### config.mk
export PLATFORM = sky130hd
export DESIGN_NAME = fir_serial_top
export DESIGN_NICKNAME = d
export VERILOG_FILES = /design/src/fir_pkg.sv /design/src/fir_serial_top.sv /design/src/mac_unit.sv /design/src/vedic_mult.sv /design/src/sample_delay_line.sv /design/src/tap_sequencer.sv
export SDC_FILE = /design/constraint.sdc
export NUM_CORES = 1
export LEC_CHECK = 0
export BUFFER_PORTS_ARGS = -buffer_cell sky130_fd_sc_hd__buf_2
export CAP_MARGIN = 20
export CORE_MARGIN = 5
export CORE_UTILIZATION = 60
export DETAILED_ROUTE_END_ITERATION = 16
export PLACE_DENSITY_LB_ADDON = 0.3
export SKIP_LAST_GASP = 1
export SYNTH_ARGS = -nofsm -noshare
export SYNTH_HDL_FRONTEND = slang
export SYNTH_HIERARCHICAL = 1
export SYNTH_SLANG_ARGS = --single-unit
### constraint.sdc
create_clock -name clk -period 42.1 [get_ports clk]
set_input_delay 8.42 -clock clk [delete_from_list [all_inputs] [get_ports clk]]
set_output_delay 8.42 -clock clk [all_outputs]
set_load 0.01 [all_outputs]
### src/fir_pkg.sv
package fir_pkg;

  ////////////////////////////////////////
  // frame and word sizes
  ////////////////////////////////////////

  localparam int TAPS     = 8;   // taps, also enabled cycles per frame
  localparam int COUNT_W  = 3;   // tap index width

  localparam int SAMPLE_W = 16;  // Q1.15 input
  localparam int COEFF_W  = 16;  // Q0.16 coefficients

  // full product is 32 bits, top bit only repeats the sign
  localparam int PROD_W   = 31;  // Q0.31

  // eight 31-bit products always fit here
  localparam int ACC_W    = 33;  // Q2.31

  ////////////////////////////////////////
  // coefficient table
  ////////////////////////////////////////

  // symmetric lowpass set, tap 0 first
  localparam logic signed [COEFF_W-1:0] COEFFS [TAPS] = '{
    -16'sd8773,
    -16'sd5490,
    16'sd13275,
    16'sd26632,  // centre pair
    16'sd26632,
    16'sd13275,
    -16'sd5490,
    -16'sd8773
  };

endpackage
### src/fir_serial_top.sv
`timescale 1ns/1ps

module fir_serial_top import fir_pkg::*; (
  input  logic                       clk,
  input  logic                       reset,
  input  logic                       clk_enable,
  input  logic signed [SAMPLE_W-1:0] filter_in,
  output logic signed [ACC_W-1:0]    filter_out,
  output logic                       out_valid
);

  logic [COUNT_W-1:0]         tap_index;
  logic                       load_phase;   // tap 7, enabled
  logic                       first_phase;  // tap 0, enabled
  logic signed [SAMPLE_W-1:0] tap_sample;

  ////////////////////////////////////////
  // sequencer -> delay line -> mac
  ////////////////////////////////////////

  tap_sequencer i_tap_sequencer (
    .clk         (clk),
    .reset       (reset),
    .clk_enable  (clk_enable),
    .tap_index   (tap_index),
    .load_phase  (load_phase),
    .first_phase (first_phase)
  );

  sample_delay_line i_sample_delay_line (
    .clk        (clk),
    .reset      (reset),
    .load_phase (load_phase),
    .tap_index  (tap_index),
    .filter_in  (filter_in),
    .tap_sample (tap_sample)
  );

  mac_unit i_mac_unit (
    .clk         (clk),
    .reset       (reset),
    .clk_enable  (clk_enable),
    .tap_index   (tap_index),
    .first_phase (first_phase),
    .load_phase  (load_phase),
    .tap_sample  (tap_sample),
    .filter_out  (filter_out),
    .out_valid   (out_valid)
  );

endmodule

### src/mac_unit.sv
`timescale 1ns/1ps

module mac_unit import fir_pkg::*; (
  input  logic                       clk,
  input  logic                       reset,
  input  logic                       clk_enable,
  input  logic [COUNT_W-1:0]         tap_index,
  input  logic                       first_phase,
  input  logic                       load_phase,
  input  logic signed [SAMPLE_W-1:0] tap_sample,
  output logic signed [ACC_W-1:0]    filter_out,
  output logic                       out_valid
);

  localparam int FULL_W = SAMPLE_W + COEFF_W;

  logic signed [COEFF_W-1:0] coeff;
  logic [COEFF_W-1:0]        coeff_mag;
  logic [SAMPLE_W-1:0]       sample_mag;
  logic                      prod_neg;
  logic [FULL_W-1:0]         mag_prod;
  logic [FULL_W-1:0]         signed_prod;
  logic signed [PROD_W-1:0]  product;
  logic signed [ACC_W-1:0]   prod_ext;
  logic signed [ACC_W-1:0]   acc_q;
  logic signed [ACC_W-1:0]   final_q;

  ////////////////////////////////////////
  // signed multiply
  ////////////////////////////////////////

  assign coeff = COEFFS[tap_index];

  // -32768 maps to 16'h8000, still a valid magnitude
  assign coeff_mag  = coeff[COEFF_W-1] ? (~coeff + 1'b1) : coeff;
  assign sample_mag = tap_sample[SAMPLE_W-1] ? (~tap_sample + 1'b1) : tap_sample;
  assign prod_neg   = coeff[COEFF_W-1] ^ tap_sample[SAMPLE_W-1];

  vedic_mult #(.WIDTH(SAMPLE_W)) i_vedic_mult (
    .a       (sample_mag),
    .b       (coeff_mag),
    .product (mag_prod)
  );

  assign signed_prod = prod_neg ? (~mag_prod + 1'b1) : mag_prod;
  assign product     = signed_prod[PROD_W-1:0];  // drop redundant sign bit
  assign prod_ext    = {{(ACC_W - PROD_W){product[PROD_W-1]}}, product};

  ////////////////////////////////////////
  // accumulate and output
  ////////////////////////////////////////

  always_ff @(posedge clk or posedge reset) begin
    if (reset) begin
      acc_q <= '0;
    end else if (clk_enable) begin
      if (first_phase) begin
        acc_q <= prod_ext;  // restart on tap 0
      end else begin
        acc_q <= acc_q + prod_ext;
      end
    end
  end

  // acc_q holds all eight taps on the tap 0 edge
  always_ff @(posedge clk or posedge reset) begin
    if (reset) begin
      final_q <= '0;
    end else if (first_phase) begin
      final_q <= acc_q;
    end
  end

  always_ff @(posedge clk or posedge reset) begin
    if (reset) begin
      filter_out <= '0;
      out_valid  <= 1'b0;
    end else begin
      out_valid <= load_phase;  // one clock, load_phase carries the enable
      if (load_phase) begin
        filter_out <= final_q;
      end
    end
  end

endmodule

### src/vedic_mult.sv
`timescale 1ns/1ps

module vedic_mult #(
  parameter int WIDTH = 16
) (
  input  logic [WIDTH-1:0]   a,
  input  logic [WIDTH-1:0]   b,
  output logic [2*WIDTH-1:0] product
);

  generate
    if (WIDTH == 2) begin : g_leaf

      ////////////////////////////////////////
      // 2x2 cell
      ////////////////////////////////////////

      logic pp_lo_hi;  // a[1]*b[0]
      logic pp_hi_lo;  // a[0]*b[1]
      logic pp_hi_hi;
      logic carry_mid;

      assign pp_lo_hi  = a[1] & b[0];
      assign pp_hi_lo  = a[0] & b[1];
      assign pp_hi_hi  = a[1] & b[1];
      assign carry_mid = pp_lo_hi & pp_hi_lo;

      assign product[0] = a[0] & b[0];        // vertical
      assign product[1] = pp_lo_hi ^ pp_hi_lo; // crosswise
      assign product[2] = pp_hi_hi ^ carry_mid;
      assign product[3] = pp_hi_hi & carry_mid;

    end else begin : g_split

      localparam int H = WIDTH / 2;

      logic [2*H-1:0] q_ll;  // a_lo * b_lo
      logic [2*H-1:0] q_hl;  // a_hi * b_lo
      logic [2*H-1:0] q_lh;  // a_lo * b_hi
      logic [2*H-1:0] q_hh;  // a_hi * b_hi
      logic [2*H-1:0] mid_sum;
      logic [3*H-1:0] outer_sum;
      logic [3*H-1:0] upper_sum;

      vedic_mult #(.WIDTH(H)) i_ll (.a(a[H-1:0]),     .b(b[H-1:0]),     .product(q_ll));
      vedic_mult #(.WIDTH(H)) i_hl (.a(a[WIDTH-1:H]), .b(b[H-1:0]),     .product(q_hl));
      vedic_mult #(.WIDTH(H)) i_lh (.a(a[H-1:0]),     .b(b[WIDTH-1:H]), .product(q_lh));
      vedic_mult #(.WIDTH(H)) i_hh (.a(a[WIDTH-1:H]), .b(b[WIDTH-1:H]), .product(q_hh));

      // upper half of q_ll folds into the first crosswise term
      assign mid_sum   = {{H{1'b0}}, q_ll[2*H-1:H]} + q_hl;
      assign outer_sum = {{H{1'b0}}, q_lh} + {q_hh, {H{1'b0}}};
      assign upper_sum = {{H{1'b0}}, mid_sum} + outer_sum;

      assign product[H-1:0]       = q_ll[H-1:0];  // vertical low bits pass straight
      assign product[2*WIDTH-1:H] = upper_sum;

    end
  endgenerate

endmodule

### src/sample_delay_line.sv
`timescale 1ns/1ps

module sample_delay_line import fir_pkg::*; (
  input  logic                       clk,
  input  logic                       reset,
  input  logic                       load_phase,
  input  logic [COUNT_W-1:0]         tap_index,
  input  logic signed [SAMPLE_W-1:0] filter_in,
  output logic signed [SAMPLE_W-1:0] tap_sample
);

  logic signed [SAMPLE_W-1:0] delay_q [TAPS];  // [0] newest

  ////////////////////////////////////////
  // shift register
  ////////////////////////////////////////

  always_ff @(posedge clk or posedge reset) begin
    if (reset) begin
      for (int i = 0; i < TAPS; i++) begin
        delay_q[i] <= '0;
      end
    end else if (load_phase) begin
      delay_q[0] <= filter_in;  // capture new sample
      for (int i = 1; i < TAPS; i++) begin
        delay_q[i] <= delay_q[i-1];
      end
    end
  end

  ////////////////////////////////////////
  // tap select
  ////////////////////////////////////////

  // the shift happens on the load edge itself, so during tap 7
  // the oldest sample is still in place when it is read
  assign tap_sample = delay_q[tap_index];

endmodule

### src/tap_sequencer.sv
`timescale 1ns/1ps

module tap_sequencer import fir_pkg::*; (
  input  logic               clk,
  input  logic               reset,
  input  logic               clk_enable,
  output logic [COUNT_W-1:0] tap_index,
  output logic               load_phase,
  output logic               first_phase
);

  localparam logic [COUNT_W-1:0] LAST_TAP  = COUNT_W'(TAPS - 1);
  localparam logic [COUNT_W-1:0] FIRST_TAP = '0;

  ////////////////////////////////////////
  // tap counter
  ////////////////////////////////////////

  always_ff @(posedge clk or posedge reset) begin
    if (reset) begin
      tap_index <= LAST_TAP;  // first enabled edge is a load
    end else if (clk_enable) begin
      if (tap_index == LAST_TAP) begin
        tap_index <= FIRST_TAP;
      end else begin
        tap_index <= tap_index + 1'b1;
      end
    end
  end

  ////////////////////////////////////////
  // frame strobes
  ////////////////////////////////////////

  // both carry the enable, downstream never tests it again
  assign load_phase  = clk_enable && (tap_index == LAST_TAP);
  assign first_phase = clk_enable && (tap_index == FIRST_TAP);

endmodule

After elaboration in Yosys (flattened, before gate mapping) --
Memories as Yosys holds them, arrays and structs flattened. Index checks and enable logic that the tools add are counted.
Storage, ports and cells: flip-flop bits (word level) 231, ROM bits 128, input port bits 19, output and inout bits 34, logic and storage cells 613, memories kept 1
Operators by class: $add $sub $neg 68, order comparisons 1, equality and inequality tests 1, muxes and demuxes 10, bitwise gates (word level) 516, reductions and logical operators 3
Memory list:
- (no name shown) | words 8, width 16, rd ports 1, clocked after memory_dff 0, wr ports 0, RTL line mac_unit.sv:32 | assign coeff = COEFFS[tap_index];
Operators with widths (number):
- $and 1x1->1 | 383
- $add 4x6->6 | 30
- $xor 1x1->1 | 129
- $mux 16 | 6
- $add 8x12->12 | 6
- $add 2x4->4 | 16
- $bmux 16 s3 | 1
- $add 16x23->23 | 2
- $add 33x31->33 | 1
- $mux 33 | 1
- $add 16x1->16 const B | 2
- $add 4x8->8 | 4
- $not 16->16 | 2
- $add 31x1->31 const B | 1
- $mux 31 | 1
- $not 31->31 | 1
- $add 8x11->11 | 2
- $add 8x16->16 | 1
- $add 4x5->5 | 2
- $ge 4x4->1 const B | 1
- $not 3->4 | 1
- $add 3x1->3 const B | 1
- $eq 3x3->1 const B | 1
- $logic_not 3->1 | 1
- other kinds (2) | 3

Depth between registers and ports, before layout --
depth after elaboration 21, mapped depth 63, depth with buffers taken out 58

Cells and area by module --
Netlist, hierarchy kept.
Modules (own cells, without submodules):
- mac_unit | instances 1, cells an instance 744, area each 7028.0 µm², seq. area each 2502.4 µm²
- sample_delay_line | instances 1, cells an instance 329, area each 5780.5 µm², seq. area each 3203.1 µm²
- vedic_mult (i_mac_unit.i_vedic_mult.g_split.i_hh.g_split.i_hh ...) | instances 16, cells an instance 27, area each 279.0 µm², seq. area each 0.0 µm²
- vedic_mult (i_mac_unit.i_vedic_mult.g_split.i_hh.g_split.i_hh.g_split.i_hh ...) | instances 64, cells an instance 6, area each 50.0 µm², seq. area each 0.0 µm²
- vedic_mult (i_mac_unit.i_vedic_mult) | instances 1, cells an instance 205, area each 1641.6 µm², seq. area each 0.0 µm²
- vedic_mult (i_mac_unit.i_vedic_mult.g_split.i_hh ...) | instances 2, cells an instance 84, area each 737.0 µm², seq. area each 0.0 µm²
- vedic_mult (i_mac_unit.i_vedic_mult.g_split.i_lh ...) | instances 2, cells an instance 84, area each 726.9 µm², seq. area each 0.0 µm²
- tap_sequencer | instances 1, cells an instance 17, area each 176.4 µm², seq. area each 78.8 µm²

Worst setup path before layout --
No wires, ideal clock.
path type reg2reg, start register i_tap_sequencer.tap_index[0], end register i_mac_unit.acc_q[32], setup time 0.126 ns, arrival time 13.328 ns, required time 41.974 ns, slack 28.647 ns, stages on the path, launching flop included 58, path buffers 5, period minus slack after synthesis 13.453 ns, cell sequence dfstp_2 buf_6 buf_6 mux4_2 mux2_2 clkbuf_1 clkbuf_1 o21ai_0 and2_1 ha_1 ha_1 ha_1 fa_1 xnor2_1 fa_1 inv_1 fa_1 ha_1 [22 not listed] and3_4 o41ai_4 xnor2_1 nor4_1 nand2b_1 nor2_1 a31oi_1 xnor2_1 ha_1 clkbuf_1 a21o_1 a21o_1 a221o_1 inv_1 a21oi_2 nor2_1 mux2_2 o31a_2
On the way: elaborated cells on any way between the ends 595, classes of those cells 67 x add/sub; 9 x mux; 516 x bitwise; 2 x reduce/logical; 1 x memory
RTL lines:
- from (decl) | RTL line tap_sequencer.sv:7 | output logic [COUNT_W-1:0] tap_index,
- from (signal assigned) | RTL line tap_sequencer.sv:26 | tap_index <= tap_index + 1'b1;
- $not 3->4 (not written as such) * | RTL line sample_delay_line.sv:37 | assign tap_sample = delay_q[tap_index];
- $bmux 16 s3 * | RTL line sample_delay_line.sv:37
- $mux 16 (not written as such) * (2 in a row) | RTL line sample_delay_line.sv:37
- net tap_sample[15] | RTL line fir_serial_top.sv:15 | logic signed [SAMPLE_W-1:0] tap_sample;
- $mux 16 * | RTL line mac_unit.sv:36 | assign sample_mag = tap_sample[SAMPLE_W-1] ? (~tap_sample + 1'b1) : tap_sample;
- net i_mac_unit.sample_mag[1] | RTL line mac_unit.sv:19 | logic [SAMPLE_W-1:0] sample_mag;
- $and 1x1->1 | RTL line vedic_mult.sv:23 | assign pp_lo_hi = a[1] & b[0];
- $and 1x1->1 | RTL line vedic_mult.sv:26 | assign carry_mid = pp_lo_hi & pp_hi_lo;
- [1 not listed]
- net i_mac_unit.i_vedic_mult.g_split.i_ll.g_split.i_ll.g_split.q_ll[2] | RTL line vedic_mult.sv:37 | logic [2*H-1:0] q_ll;
- [2 not listed]
- net i_mac_unit.i_vedic_mult.g_split.i_ll.g_split.q_ll[4] | RTL line vedic_mult.sv:37
- [2 not listed]
- net i_mac_unit.i_vedic_mult.g_split.q_ll[14] | RTL line vedic_mult.sv:37
- $add 8x16->16 * | RTL line vedic_mult.sv:51 | assign mid_sum = {{H{1'b0}}, q_ll[2*H-1:H]} + q_hl;
- $add 16x23->23 * | RTL line vedic_mult.sv:53 | assign upper_sum = {{H{1'b0}}, mid_sum} + outer_sum;
- net i_mac_unit.mag_prod[21] | RTL line mac_unit.sv:21 | logic [FULL_W-1:0] mag_prod;
- $not 31->31 | RTL line mac_unit.sv:45 | assign signed_prod = prod_neg ? (~mag_prod + 1'b1) : mag_prod;
- $add 31x1->31 | RTL line mac_unit.sv:45
- $mux 31 * | RTL line mac_unit.sv:45
- $add 33x31->33 | RTL line mac_unit.sv:60 | acc_q <= acc_q + prod_ext;
- $mux 33 * | RTL line mac_unit.sv:57 | if (first_phase) begin
- to (signal assigned) | RTL line mac_unit.sv:58 | acc_q <= prod_ext;
- to (signal assigned) | RTL line mac_unit.sv:60
- to (decl) | RTL line mac_unit.sv:25 | logic signed [ACC_W-1:0] acc_q;
The timed path passes the listed nets; every way through them passes the cells marked *. The select of a mux whose other input is x is not followed. A chain may end at the register's enable or synchronous reset.

Worst setup path in the final report --
start register i_tap_sequencer.tap_index[2], end register i_mac_unit.acc_q[32]
On the way: elaborated cells on any way between the ends 595, classes of those cells 67 x add/sub; 9 x mux; 516 x bitwise; 2 x reduce/logical; 1 x memory
RTL lines:
- $not 3->4 (not written as such) * | RTL line sample_delay_line.sv:37
- $bmux 16 s3 * | RTL line sample_delay_line.sv:37
- $mux 16 (not written as such) * (2 in a row) | RTL line sample_delay_line.sv:37
- net tap_sample[0] | RTL line fir_serial_top.sv:15
- $not 16->16 * | RTL line mac_unit.sv:36
- $add 16x1->16 * | RTL line mac_unit.sv:36
- $mux 16 * | RTL line mac_unit.sv:36
- net i_mac_unit.sample_mag[11] | RTL line mac_unit.sv:19
- [2 not listed]
- net i_mac_unit.i_vedic_mult.g_split.i_hl.g_split.i_ll.g_split.q_hl[1] | RTL line vedic_mult.sv:38 | logic [2*H-1:0] q_hl;
- [2 not listed]
- net i_mac_unit.i_vedic_mult.g_split.i_hl.g_split.q_ll[5] | RTL line vedic_mult.sv:37
- [2 not listed]
- net i_mac_unit.i_vedic_mult.g_split.q_hl[11] | RTL line vedic_mult.sv:38
- $add 8x16->16 * | RTL line vedic_mult.sv:51
- $add 16x23->23 * | RTL line vedic_mult.sv:53
- net i_mac_unit.mag_prod[28] | RTL line mac_unit.sv:21
- $not 31->31 | RTL line mac_unit.sv:45
- $add 31x1->31 | RTL line mac_unit.sv:45
- $mux 31 * | RTL line mac_unit.sv:45
- $add 33x31->33 | RTL line mac_unit.sv:60
- $mux 33 * | RTL line mac_unit.sv:57
Marks and branches as above.

==> impl_metrics.ini <==
[clock_tree]
insertion_delay_ns = 0.52
cts_resized = 0
cts_sinks = 231
cts_post_setup_buffers_inserted = 0
clock_path_buffers = 3
cts_hold_buf = 0
clk_pin_slew_ns = 0.06
ctsRootBufferMaster = clkbuf_16
numCtsBuffers = 22
htreeDepth = 1
cts_tree = done

[floorplanning]
placementRows = 75
die_area_um2 = 46100
boundaryPins = 53
core_um2 = 41700
die_height_um = 215
start_util_pct = 60.4
fp.dieW_um = 215

[setup_path]
crit_start = i_tap_sequencer/tap_index[2]$_DFFE_PP1P_
crit_fanout = 35
crit_type = flop to flop
reg2reg_to = i_mac_unit/acc_q[32]$_DFFE_PP0P_
r2r_start = i_tap_sequencer/tap_index[2]$_DFFE_PP1P_
reg2reg_depth = 51
rrSetupSlack_ns = 27.12
path_buf_inv = 3
end_kind = flop
cp.required_ns = 42.49
cp_slowest_cell = dfstp_2
crit_arrival_ns = 15.37
start_kind = flop
critical_path.top_delay_family = adder cells
critPathMaxStageDelay_ns = 0.78

[layout]
final_cells = 3050
nets = 3014
drive_gt1_share_pct = 16.7
diodes = 0
fillers = 3265
area_delta_synth_final_pct = 7.01
final_util_pct = 64.6

[route]
drt-pass1-iter-count = 5
drt_iter0_markers = 965
vias = 18100
wl_per_cell_um = 17.6
viasPerCell = 5.94
wl_um = 53800
drc = 0
ant_nets = 0

[timing]
final-hold-violation-count = 0
drv_slew = 0
rsz0062_at_grt = false
relSlewSlack_pct = 29.1
finalSetupTns_ns = 0
final-setup-viol-count = 0
finalCritPeriodShare_pct = 35.6
fin_skew_ns = 0.0138
post-route-min-period_ns = 14.98
fmax_ghz = 0.0667
worst_slew_pin_slew_ns = 1.06

[place]
gp_congestion = 0.894
dp_hpwl_um = 40500
port_buffers = 52
dp_cells = 3010

[grt]
grt_use_met2_pct = 40.0
use_met1_pct = 31.4
grt_max_degree = 95
grt_pass1_wl_um = 91800
grt_usage_pct = 23.2
grtUsageMet3_pct = 2.49
grt-ovfl-total = 0
top_usage_layer = met2
grt_pass1_vias = 19200
antenna_found_initial = 0

[hold_path]
hold-path-cell-count = 1
min_from = i_mac_unit/filter_out[22]$_DFFE_PP0P_
min_to = i_mac_unit/filter_out[22]$_DFFE_PP0P_
min_path_type = flop to flop

[synth]
synth.avg_cell_area_um2 = 10.3
synthCells = 2439
synth_warnings = 6
syn_area_um2 = 25200

[run_status]
outcome = complete, no violations

[job]
drv_cap = 0
==> worst reg2reg max path, delay by kind of cell (launching register included) <==
family,cells,cell delay (ns)
XOR/XNOR,7,1.63
AO/OA/AOI/OAI,15,3.53
multiplexers,3,1.40
AND/OR/NAND/NOR,13,2.66
flip-flops,1,0.78
adder cells (fa/ha/maj),10,4.01
buffers and inverters,3,0.84
==> sequential cells by signal, indices dropped and copies added, names as in the netlist <==
signal	count
i_mac_unit/filter_out	33
i_mac_unit/out_valid	1
i_mac_unit/acc_q	33
i_tap_sequencer/tap_index	3
i_sample_delay_line/delay_q	128
i_mac_unit/final_q	33
==> layer usage <==
layer  up-vias  share of wire [%]
met1      8922                 46
met5         -                  0
li1       8712                  -
met2       383                 48
met4         0                2.3
met3        90                3.9
==> through the flow <==
step | setup slack [ns] | instance area [µm²] | hold slack, ns
2_1_floorplan | 28.65 | 25200 | 0.472
3_3_place_gp | 27.64 | 26100 | 0.483
3_5_place_dp | 27.30 | 26100 | 0.492
4_1_cts | 27.21 | 26900 | 0.505
5_1_grt | 26.08 | 26900 | 0.517
6_report | 27.12 | 26900 | 0.503
==> worst max path at each step <==
stage,end,cells past startpoint,slack (ns)
after floorplan,i_mac_unit/acc_q[32]$_DFFE_PP0P_,57,28.65
after global placement,i_mac_unit/acc_q[32]$_DFFE_PP0P_,56,27.64
after detailed placement,i_mac_unit/acc_q[32]$_DFFE_PP0P_,51,27.30
after CTS,i_mac_unit/acc_q[32]$_DFFE_PP0P_,51,27.21
after global routing,i_mac_unit/acc_q[32]$_DFFE_PP0P_,51,26.08
final,i_mac_unit/acc_q[32]$_DFFE_PP0P_,51,27.12
==> cells in the final DEF, fill, tap and decap left out, drive strengths merged, types with 4 or more instances in the layout <==
cell type and instances:
a211oi 7, a21boi 7, a21o 90, a21oi 165
a31oi 29, and2 259, and3 17, buf 83
clkbuf 30, clkinv 5, conb 16, dfrtp 228
fa 99, ha 400, inv 141, mux2 218
mux2i 17, mux4 32, nand2 74, nand2b 5
nand3 21, nand4 9, nor2 115, nor2b 19
nor3 21, nor3b 5, nor4 9, o2111ai 5
o211ai 7, o21a 13, o21ai 57, o21bai 6
o31ai 9, o41ai 4, or2 5, xnor2 159
xor2 77
==> area by class of cell <==
type / count / area [µm²] / area share, %
multi-input cells: 2018 / 18600 / 69.3
inverters: 140 / 531 / 1.97
clock buffers: 30 / 631 / 2.34
clock inverters: 9 / 138 / 0.511
well taps: 539 / 674 / 2.51
repair buffers: 83 / 513 / 1.91
flip-flops and latches: 231 / 5780 / 21.5
Power is left out: the tool's default activity adds up to more than one toggle a clock period on the data nets, which glitch-free logic cannot reach.
